[config.mk]
export PLATFORM = sky130hd
export DESIGN_NAME = execute_stage
export DESIGN_NICKNAME = d
export VERILOG_FILES = /design/src/isa_pkg.sv /design/src/pipe_pkg.sv /design/src/execute_stage.sv
export SDC_FILE = /design/constraint.sdc
export NUM_CORES = 1
export LEC_CHECK = 0
export ABC_AREA = 1
export BUFFER_PORTS_ARGS = -buffer_cell sky130_fd_sc_hd__clkbuf_2
export CAP_MARGIN = 20
export CELL_PAD_IN_SITES_DETAIL_PLACEMENT = 1
export CELL_PAD_IN_SITES_GLOBAL_PLACEMENT = 1
export CORE_ASPECT_RATIO = 1.25
export CORE_MARGIN = 4
export CORE_UTILIZATION = 36
export DETAILED_ROUTE_END_ITERATION = 16
export PLACE_DENSITY_LB_ADDON = 0.1
export SLEW_MARGIN = 20
export SYNTH_ARGS = -nofsm -noshare
export SYNTH_HDL_FRONTEND = slang
export SYNTH_SLANG_ARGS = --single-unit
export TNS_END_PERCENT = 30
[constraint.sdc]
create_clock -name i_clock -period 2.75 [get_ports i_clock]
set_input_delay 0.1375 -clock i_clock [delete_from_list [all_inputs] [get_ports i_clock]]
set_output_delay 0.1375 -clock i_clock [all_outputs]
set_load 0.1 [all_outputs]
[src/isa_pkg.sv]
`default_nettype none

package isa_pkg;

  typedef logic [31:0] word_t;
  typedef logic [4:0]  reg_idx_t;
  typedef logic [6:0]  opcode_t;
  typedef logic [2:0]  funct3_t;

  // major opcodes of the supported subset
  localparam opcode_t OPC_LUI    = 7'b0110111;
  localparam opcode_t OPC_AUIPC  = 7'b0010111;
  localparam opcode_t OPC_OP_IMM = 7'b0010011;
  localparam opcode_t OPC_OP     = 7'b0110011;
  localparam opcode_t OPC_LOAD   = 7'b0000011;
  localparam opcode_t OPC_STORE  = 7'b0100011;

  // funct3 of OP and OP-IMM
  localparam funct3_t F3_ADD  = 3'b000;
  localparam funct3_t F3_SLL  = 3'b001;
  localparam funct3_t F3_SLT  = 3'b010;
  localparam funct3_t F3_SLTU = 3'b011;
  localparam funct3_t F3_XOR  = 3'b100;
  localparam funct3_t F3_SR   = 3'b101;
  localparam funct3_t F3_OR   = 3'b110;
  localparam funct3_t F3_AND  = 3'b111;

  // word width for LW and SW
  localparam funct3_t F3_WORD = 3'b010;

endpackage

`default_nettype wire

[src/pipe_pkg.sv]
`default_nettype none

package pipe_pkg;

  typedef enum logic [3:0] {
    ALU_ADD,
    ALU_SUB,
    ALU_SLL,
    ALU_SLT,
    ALU_SLTU,
    ALU_XOR,
    ALU_SRL,
    ALU_SRA,
    ALU_OR,
    ALU_AND,
    ALU_PASS_B
  } alu_op_t;

  // decode to execute
  typedef struct packed {
    logic              valid;
    alu_op_t           alu_op;
    isa_pkg::word_t    op_a;
    isa_pkg::word_t    op_b;
    isa_pkg::word_t    store_data;
    isa_pkg::reg_idx_t rd;
    logic              wen;
    logic              is_load;
    logic              is_store;
  } dec_exe_t;

  // execute to result, result holds the ALU value or the memory address
  typedef struct packed {
    logic              valid;
    isa_pkg::word_t    result;
    isa_pkg::word_t    store_data;
    isa_pkg::reg_idx_t rd;
    logic              wen;
    logic              is_load;
    logic              is_store;
  } exe_res_t;

  // what the hazard unit sees of one downstream stage
  typedef struct packed {
    logic              valid;
    isa_pkg::reg_idx_t rd;
    logic              wen;
    logic              is_load;
    isa_pkg::word_t    data;
  } fwd_src_t;

endpackage

`default_nettype wire

[src/execute_stage.sv]
`timescale 1ns/1ps
`default_nettype none

module execute_stage (
  input  wire                      i_clock,
  input  wire                      i_reset,
  input  wire pipe_pkg::dec_exe_t  i_issue,
  output pipe_pkg::exe_res_t       o_exe,
  output pipe_pkg::fwd_src_t       o_fwd
);

  pipe_pkg::dec_exe_t exe_q;
  isa_pkg::word_t     alu_out;
  logic [4:0]         shamt;

  always_ff @(posedge i_clock) begin
    if (i_reset) begin
      exe_q <= '0;
    end else begin
      exe_q <= i_issue;
    end
  end

  assign shamt = exe_q.op_b[4:0];

  always_comb begin
    case (exe_q.alu_op)
      pipe_pkg::ALU_ADD:  alu_out = exe_q.op_a + exe_q.op_b;
      pipe_pkg::ALU_SUB:  alu_out = exe_q.op_a - exe_q.op_b;
      pipe_pkg::ALU_SLL:  alu_out = exe_q.op_a << shamt;
      pipe_pkg::ALU_SLT:  alu_out = {31'b0, $signed(exe_q.op_a) < $signed(exe_q.op_b)};
      pipe_pkg::ALU_SLTU: alu_out = {31'b0, exe_q.op_a < exe_q.op_b};
      pipe_pkg::ALU_XOR:  alu_out = exe_q.op_a ^ exe_q.op_b;
      pipe_pkg::ALU_SRL:  alu_out = exe_q.op_a >> shamt;
      pipe_pkg::ALU_SRA:  alu_out = $signed(exe_q.op_a) >>> shamt;
      pipe_pkg::ALU_OR:   alu_out = exe_q.op_a | exe_q.op_b;
      pipe_pkg::ALU_AND:  alu_out = exe_q.op_a & exe_q.op_b;
      default:            alu_out = exe_q.op_b;
    endcase
  end

  // loads and stores use the sum as their address
  always_comb begin
    o_exe.valid = exe_q.valid;
    o_exe.result = alu_out;
    o_exe.store_data = exe_q.store_data;
    o_exe.rd = exe_q.rd;
    o_exe.wen = exe_q.wen;
    o_exe.is_load = exe_q.is_load;
    o_exe.is_store = exe_q.is_store;
  end

  always_comb begin
    o_fwd.valid = exe_q.valid;
    o_fwd.rd = exe_q.rd;
    o_fwd.wen = exe_q.wen;
    o_fwd.is_load = exe_q.is_load;
    o_fwd.data = alu_out;
  end

endmodule

`default_nettype wire

==> impl_results.md, run 1 <==
* Period utilisation layout at 1.07
* Hold_sp: i_issue[89]
* Dpl ws at -172 ps
* Placement Cell Area at 0.0180 sq mm
* Max_cap viols at 0
* Die Area at 0.0422 sq mm
* PnR worst setup slack at -205 ps
* CP arrival at 2820 ps
* Final hold violation count at 0
* DRC viols at 0
* Crit-path leading delay family: simple AND/OR/NAND/NOR gates
* Commonest non-fill, non-tap cell in the layout: nand2_1
* Wirelength, routed at ~90000 um
* First-pass GRT wire length at approximately 130000 um
* Syn nets at 2787
* Net Switching at roughly 5000 uW
* Worst EP required at 2610 ps
* Fin. max-slew vios at 0
* Power share of the combinational group at 0.663
* Leading post-synthesis cells by cell area: nand2_1 19%, nand3_1 16%, dfxtp_1 16%
* Syn Inst Count at roughly 2600
* Status: complete, but fails checks
* Largest net degree at the start of global routing at 67
* Vias in the first global route at roughly 21000
* Worst path cell trace: inv_2 -> ha_4 -> buf_6 -> nor2_4 -> buf_6 -> nand2_4 -> inv_2 -> nand2_1 -> nand2_2 -> inv_2 -> nand2_4 -> nand2_4 -> nand3_2 -> nand2_2 -> nor2_2 -> nand3_2 -> buf_6 -> buf_12
* Synthesized area at between 0.01 and 0.015 sq mm
* Initial DRC Count at 2172
* Most frequent cells in the layout: 519 x nand2_1, 350 x nand3_1, 314 x inv_1, 281 x buf_4, 202 x nor2_1
* Hold Path Sink: exe_q[89]$_SDFF_PP0_
* Post-DRT Antenna Nets at 0
* Cts bufs inserted at 9
* Avg Synthesized Cell Area at 5.44 sq um
* WHS Path Cells at 3
* CP max FO at 6
* CTS sink cnt at 109
* Unrepaired setup endpoints after global routing: true
* Post-synth EDFFs at 0
* Fmax at roughly 340 MHz
* Seq pwr share at 0.183
* Prevailing post-synth register cell: dfxtp_1
* # H-tree levels at 3
* CTS clk-pin slew, worst paths at 100 ps
* Critical path type: reg2out
* Initial antenna violation count at 1
* Failing checks: negative setup slack
* DR WL/cell at approximately 25 um
* Worst Setup SP: exe_q[52]$_SDFF_PP0_
* # nets final at roughly 3300
* Buf+Inv Stages, Crit Path at 7
* # fillers at 5009
* Area of the multi-input gates at ~0.012 sq mm
* Share of post-route cells with drive strength above 1 at 0.412
* Vias/cell at 5.80
* Max-Slew Margin vs Limit at 0.546
* Crit-path slowest cell: dfxtp_2
* IO Port Bufs at 223
* Crit. End Element: output pin
* Max IR drop VDD at around 0.00036 V
* Pwr per Cell Area at slightly above 400 mW/mm^2
* Register Area at 0.00229 sq mm
* Clock power share at 0.154
* Setup violators final at 64
* Routed vias at around 21000
* I/O pin total at 224
* Syn-to-layout area delta at 64.5%
* CTS tree: built
* Worst Setup Start Kind: flip-flop
* Clock Path Buffers at 2
* Sw frac at 0.526
* Hold crit path type: in2reg
* Synth warnings at 0
* Die height at around 230 um
* Leakage power at 0.0118 uW
* Post-synth cell types at 47
* Router iterations before antenna repair at 5
* Non-Filler Cell Area, Final at 0.0231 sq mm
* Routability congestion estimate at 1.04
* Register area share after synthesis at 0.156
* Die span in x at 185 um
* DP HPWL at 64800 um
* Internal at 4510 uW
* Worst-margin pin slew at between 600 and 700 ps
* Yosys reg bits at about 110
* Overall global routing resource usage at 0.400
* Clk root buf: clkbuf_16
* Synth top area share at 0.188
* Largest stage delay, worst path at 380 ps
* Synth area leader: nand2_1
* Worst hold slack at 42.4 ps
* Initial core utilization at 0.366
* Synth async-reset ratio at 0
* GRT overflow at 0
* Minimum clock period at 2950 ps
* Core box area at 0.0383 sq mm
* Cell row count at 80
## cell families after synthesis
family,count (synthesis),synth area share
and+or+nand+nor,1541,0.472
buffers and inverters,595,0.190
AOI/OAI and AO/OA,230,0.0916
DFF,109,0.156
adders and majority gates,99,0.0894
xor gates and xnor gates,2,0.00125
muxes,1,0.000714
## cell type report
class / instances / share of cell area
well taps: 492 / 0.0267
inverters: 403 / 0.0688
diodes: 1 / 0.000109
repair buffers: 675 / 0.270
clock inverters: 6 / 0.00293
repair inverters: 1 / 0.000380
multi-input cells: 1873 / 0.522
clock buffers: 10 / 0.00993
flip-flops and latches: 109 / 0.0994
## metal layers
layer | share of wire | GRT usage | vias to the layer above
met4 | 0.081 | 0.230 | 0
met1 | 0.36 | 0.463 | 10000
li1 | - | - | 9077
met2 | 0.49 | 0.699 | 1182
met3 | 0.072 | 0.0533 | 414
met5 | 0 | 0 | -
## flip-flops by register name (all words and copies together), names as in the netlist
register  flops
exe_q        68
o_exe        41
## stage by stage
stage	std cells	TNS, ps	power (uW)	utilization
2_1_floorplan	2577	-9810	5020	-
3_3_place_gp	3376	-1630	6770	0.469
3_5_place_dp	3376	-2470	6850	0.469
4_1_cts	3547	-1510	8960	0.568
5_1_grt	3569	-11960	9800	0.601
6_report	3570	-6840	9510	0.601
## Yosys cell counts (all sizes together) (3+ instances only)
library cell,instances
clkbuf,33
nand3b,3
buf,159
nor3,19
nand3,454
ha,97
a221oi,3
nand2,707
dfxtp,109
nor2,305
a21oi,86
nor3b,4
a211oi,7
a31oi,3
o22ai,15
o21ai,86
o211ai,18
and2,12
o21bai,8
nand4,33
inv,402
## power groups by stage
stage / sequential [uW] / combinational [uW] / clock (uW)
after detailed placement: 1760 / 5080 / 0
after global placement: 1760 / 5010 / 0
after CTS: 1730 / 5770 / 1460
after global routing: 1750 / 6530 / 1520
after floorplan: 1750 / 3270 / 0
final: 1740 / 6300 / 1460
## what timing repair did
action,CTS,global route
gates resized for setup,594,309
cloned,4,1
setup buffers,48,23
hold buffers,104,0
pin swaps,108,140
hold endpoints to repair,104,0
setup endpoints to repair,64,64
## worst max path at each step
stage | cells past startpoint | endpoint | slack, ps
2_1_floorplan | 18 | o_fwd[31] | -640
3_3_place_gp | 14 | o_exe[71] | -130
3_5_place_dp | 14 | o_exe[71] | -170
4_1_cts | 14 | o_exe[48] | -70
5_1_grt | 16 | o_fwd[18] | -260
6_report | 18 | o_fwd[0] | -200
Power figures use the tool's default switching activity.
==> inputs of run 2 (changes only) <==
Settings changed: PLACE_DENSITY_LB_ADDON 0.1 to 0.15.
==> run 2 against run 1 <==
  * The flow still finishes with violations (negative setup slack)
  * Total power shrank 1.4%
  * Critical path depth fell by 3
  * Sequential share of layout area rose by 0.13 points
  * Global-route usage is 0.89 points higher
  * Clock power hardly changed
  * Via count shrank 0.35%
  * First-iteration DRC count is 0.23% lower
  * Largest cell class unchanged
  * Highest routed layer is now met5
==> impl_results.md, run 2 (synthesis results as in run 1) <==
* Wirelength, routed at 91600 um
* Worst-margin pin slew at 581 ps
* Failing checks: negative setup slack
* Clock Path Buffers at 2
* Fmax at 329 MHz
* Die height at around 230 um
* Commonest non-fill, non-tap cell in the layout: nand2_1
* CTS clk-pin slew, worst paths at 90 ps
* Cell row count at 80
* Worst Setup Start Kind: flip-flop
* Max-Slew Margin vs Limit at 0.612
* Final hold violation count at 0
* DRC viols at 0
* Vias in the first global route at 21500
* Reg with most FFs: exe_q
* GRT overflow at 0
* Max IR drop VDD at 0.000283 V
* # fillers at 5042
* Most frequent cells in the layout: 566 x nand2_1, 351 x nand3_1, 344 x inv_1, 294 x buf_4, 217 x nor2_1
* Period utilisation layout at 1.10
* Unrepaired setup endpoints after global routing: true
* DR WL/cell at 25.7 um
* DP HPWL at 65900 um
* Core box area at ~0.038 sq mm
* Leakage power at 0.0116 uW
* CTS tree: built
* IO Port Bufs at 223
* Clk root buf: clkbuf_16
* Status: complete, but fails checks
* CP max FO at 6
* Initial core utilization at 0.366
* Cts bufs inserted at 9
* Routability congestion estimate at 1.03
* # H-tree levels at 3
* Hold_sp: i_issue[81]
* Overall global routing resource usage at 0.409
* Worst EP required at around 2600 ps
* Register Area at 0.00226 sq mm
* Pwr per Cell Area at 419 mW/mm^2
* Area of the multi-input gates at 0.0115 sq mm
* Crit. End Element: output pin
* Vias/cell at 5.79
* Minimum clock period at 3040 ps
* Initial DRC Count at between 2000 and 2500
* Syn-to-layout area delta at 59.8%
* Die Area at 0.0422 sq mm
* Max_cap viols at 0
* PnR worst setup slack at -285 ps
* CP arrival at roughly 2900 ps
* Layout Cells excl Fill at 3565
* Die span in x at 185 um
* Post-DRT Antenna Nets at 0
* First-pass GRT wire length at 132000 um
* Placed insts at 3404
* Hold crit path type: in2reg
* Hold Path Sink: exe_q[81]$_SDFF_PP0_
* Design Power at 9380 uW
* Largest net degree at the start of global routing at 67
* Router iterations before antenna repair at 8
* # nets final at approximately 3300
* Worst hold slack at approximately 25 ps
* WHS Path Cells at 3
* Critical path type: reg2out
* CTS sink cnt at 109
* Max reg flops at 68
* Share of post-route cells with drive strength above 1 at 0.369
* I/O pin total at around 220
* Fin. max-slew vios at 0
* Initial antenna violation count at 4
* Setup violators final at 64
* Routed vias at 20600
[run 2: cell types whose count changed in the layout (fill, tap and decap cells not counted), sizes merged]
| cell | delta |
|---|---|
| buf | -6 |
| dlygate4sd3 | +2 |
| bufbuf | +1 |
| clkbuf | -1 |
| clkinvlp | -1 |
[run 2: final cells by class]
class                      instances  share of cell area
clock buffer                      10              0.0102
timing repair buffer             671               0.273
multi-input combinational       1873               0.515
tap                              492              0.0275
clock inverter                     6             0.00302
antenna                            1            0.000112
inverter                         403              0.0698
sequential                       109               0.101
[run 2: worst max path at each step]
stage	cells past startpoint	from	to	slack (ps)
detailed placement	16	exe_q[51]$_SDFF_PP0_	o_fwd[0]	-240
floorplan	18	exe_q[41]$_SDFF_PP0_	o_fwd[31]	-640
finish	15	exe_q[40]$_SDFF_PP0_	o_fwd[28]	-290
global placement	16	exe_q[51]$_SDFF_PP0_	o_fwd[0]	-180
CTS	17	exe_q[40]$_SDFF_PP0_	o_fwd[30]	-100
global route	15	exe_q[40]$_SDFF_PP0_	o_exe[44]	-310
[run 2: what timing repair did]
item | in CTS | in global routing
buffers inserted | 24 | 13
setup endpoints to repair | 64 | 64
hold buffers | 106 | 0
hold endpoints to repair | 106 | 0
resized for setup | 478 | 213
pin swaps | 80 | 55
cloned | 3 | 0
[run 2: critical path, stage by stage, from the launching register on]
cell     delay [ps]
dfxtp_4         390
buf_12          150
buf_12          140
nand2_1         150
nand3_1         170
nand3_2         170
nand2_1         100
nand2_1         100
nand3_2         100
buf_4           170
nand2_1         100
nand3_2         120
nor2_4          180
nand4_1         130
buf_6           160
buf_12          160
[run 2: per-layer routing]
metal  routed length, um  GRT usage  vias up
li1                    -          -     9061
met1               33800      0.476     9952
met2               44000      0.703     1196
met3                6720     0.0645      428
met4                7070      0.237        4
met5                  27          0        -
[run 2: where the power goes]
| part | leakage, uW | internal [uW] | switching, uW |
|---|---|---|---|
| Combinational | 0.0105 | 2130 | 4020 |
| Clock | 0.000144 | 648 | 842 |
| Sequential | 0.000922 | 1670 | 71.7 |
[run 2: stage by stage]
step / TNS, ps / area, sq um / utilization / setup slack, ps
floorplan: -9810 / 14400 / - / -635
global placement: -1470 / 18300 / 0.476 / -181
detailed placement: -3430 / 18300 / 0.476 / -245
CTS: -4160 / 21500 / 0.562 / -103
global route: -14340 / 22400 / 0.584 / -314
finish: -9810 / 22400 / 0.584 / -285
==> inputs of run 3 (changes only) <==
Settings changed: CORE_UTILIZATION 36 to 42, HOLD_SLACK_MARGIN from default to 0.06.
Clock period 2.75 ns to 3.7 ns, I/O delays scaled along.
==> run 3 against run 2 <==
  * Count of clock-buffer cells in the layout stayed put
  * Die area fell by 14%
  * The flow still finishes with violations (negative setup slack)
  * Sequential share of layout area grew 2.5 points
  * Non-clock buffer count fell by 273
  * Worst hold slack better by 120 ps
  * Critical path type unchanged
  * Combinational power down 40%
  * Design area shrank 22%
  * Final cell count down 9.7%
  * Critical path depth down 3
==> impl_results.md, run 3 (synthesis results as in run 1) <==
* Leakage power at 0.00945 uW
* Fin. max-slew vios at 0
* Share of post-route cells with drive strength above 1 at 0.132
* Worst-margin pin slew at 792 ps
* Crit. End Element: output pin
* Reg with most FFs: exe_q
* Clk root buf: clkbuf_16
* Hold Path Sink: exe_q[85]$_SDFF_PP0_
* Minimum clock period at 3750 ps
* Cts bufs inserted at 9
* CTS clk-pin slew, worst paths at 110 ps
* Unrepaired setup endpoints after global routing: false
* Initial antenna violation count at 1
* Largest stage delay, worst path at 540 ps
* Die height at 212 um
* Most used cell, CP: nand3_1
* Setup violators final at 2
* CP arrival at roughly 3600 ps
* Vias/cell at 6.11
* Max-Slew Margin vs Limit at 0.472
* PnR worst setup slack at -54.6 ps
* Wirelength, routed at 85000 um
* Pwr per Cell Area at about 350 mW/mm^2
* Max_cap viols at 0
* Routed vias at 19700
* Die span in x at 171 um
* Layout Cells excl Fill at roughly 3200
* Critical path type: reg2out
* DR WL/cell at roughly 26 um
* IO Port Bufs at 223
* Area of the multi-input gates at 0.00929 sq mm
* Most frequent cells in the layout: 697 x nand2_1, 452 x nand3_1, 390 x inv_1, 292 x nor2_1, 160 x clkbuf_2
* DP HPWL at 61500 um
* Placement Cell Area at about 0.016 sq mm
* Worst EP required at 3510 ps
* Routability congestion estimate at 1.00
* Worst hold slack at 143 ps
* Core box area at 0.0328 sq mm
* CTS sink cnt at ~110
* First-pass GRT wire length at 124000 um
* Vias in the first global route at between 20000 and 25000
* Crit-path slowest cell: dfxtp_1
* Router iterations before antenna repair at 8
* Post-DRT Antenna Nets at 0
* CTS tree: built
* Worst Setup Start Kind: flip-flop
* Clock Path Buffers at 2
* Worst path cell trace: buf_6 -> nand2_1 -> nand3_1 -> nand3_1 -> nand3_1 -> nand3_1 -> nand3_1 -> o21ai_0 -> nand2_1 -> nor2_1 -> nor2_1 -> buf_12
* Initial DRC Count at 2422
* Placed insts at 3093
* Period utilisation layout at 1.01
* DRC viols at 0
* I/O pin total at roughly 220
* Syn-to-layout area delta at 24.5%
* Die Area at 0.0364 sq mm
* Initial core utilization at 0.428
* Failing checks: negative setup slack
* # nets final at 3004
* Overall global routing resource usage at 0.453
* WHS Path Cells at 3
* Fmax at around 270 MHz
* Final hold violation count at 0
* Commonest non-fill, non-tap cell in the layout: nand2_1
* Status: complete, but fails checks
* Register Area at 0.00219 sq mm
* CP max FO at 34
* # Post-CTS Setup Buffers at 0
* Max reg flops at 68
* Hold_sp: i_issue[85]
* Hold crit path type: in2reg
* Max IR drop VDD at 0.000223 V
* Buf+Inv Stages, Crit Path at 2
* GRT overflow at 0
* # H-tree levels at 3
* # fillers at roughly 4600
* Cell row count at 74
* Non-Filler Cell Area, Final at approximately 0.017 sq mm
* Largest net degree at the start of global routing at between 60 and 70
* Crit-path leading delay family: simple AND/OR/NAND/NOR gates
==> run 3: cell types whose count changed in the layout (fill, tap and decap cells not counted), moves of 36 or more <==
| cell | change |
|---|---|
| nand3_2 | -85 |
| nor2_2 | -44 |
| dfxtp_1 | +36 |
| buf_4 | -229 |
| nor2_1 | +75 |
| nand3_1 | +101 |
| o21ai_0 | +36 |
| inv_1 | +46 |
| nand2_1 | +131 |
| nand2_2 | -97 |
==> run 3: area by class of cell <==
| class | instances | area share |
|---|---|---|
| timing repair buffer | 398 | 0.209 |
| sequential | 109 | 0.125 |
| antenna | 2 | 0.000287 |
| tap | 418 | 0.0300 |
| inverter | 403 | 0.0868 |
| clock inverter | 6 | 0.00387 |
| clock buffer | 10 | 0.0131 |
| multi-input combinational | 1873 | 0.532 |
==> run 3: per-layer routing <==
metal / track usage / wire [um] / vias to the layer above
met1: 0.514 / 29800 / 9331
met3: 0.0937 / 8090 / 456
met4: 0.333 / 7800 / 0
met5: 0 / 0 / -
li1: - / - / 8500
met2: 0.748 / 39300 / 1396
==> run 3: worst max path at each step <==
stage / startpoint / endpoint / slack, ps / cells past startpoint
3_5_place_dp: exe_q[72]$_SDFF_PP0_ / o_fwd[6] / 340 / 14
3_3_place_gp: exe_q[72]$_SDFF_PP0_ / o_fwd[6] / 380 / 14
5_1_grt: exe_q[72]$_SDFF_PP0_ / o_fwd[30] / 5 / 16
2_1_floorplan: exe_q[41]$_SDFF_PP0_ / o_fwd[4] / -430 / 13
4_1_cts: exe_q[72]$_SDFF_PP0_ / o_fwd[6] / 30 / 14
6_report: exe_q[40]$_SDFF_PP0_ / o_exe[52] / -50 / 12
==> run 3: power breakdown <==
| group | switching, uW | internal (uW) |
|---|---|---|
| clock network | 669 | 483 |
| registers | 68.2 | 1240 |
| logic | 2640 | 1050 |
| total | 3380 | 2770 |
==> run 3: through the flow <==
stage | setup slack, ps | power (uW) | util | TNS, ps
after floorplan | -430 | 3640 | - | -2970
after global placement | 378 | 4680 | 0.488 | 0
after detailed placement | 335 | 4740 | 0.488 | 0
after CTS | 28.8 | 5900 | 0.530 | 0
after global routing | 4.68 | 6280 | 0.533 | 0
final | -54.6 | 6140 | 0.533 | -105
==> run 3: repair_timing <==
| item | 4_1_cts | 5_1_grt |
|---|---|---|
| gates resized for setup | 2 | 27 |
| hold buffers | 108 | 0 |
| setup endpoints to repair | 3 | 26 |
| endpoints found under the hold margin | 108 | 0 |
| pin swaps | 0 | 0 |
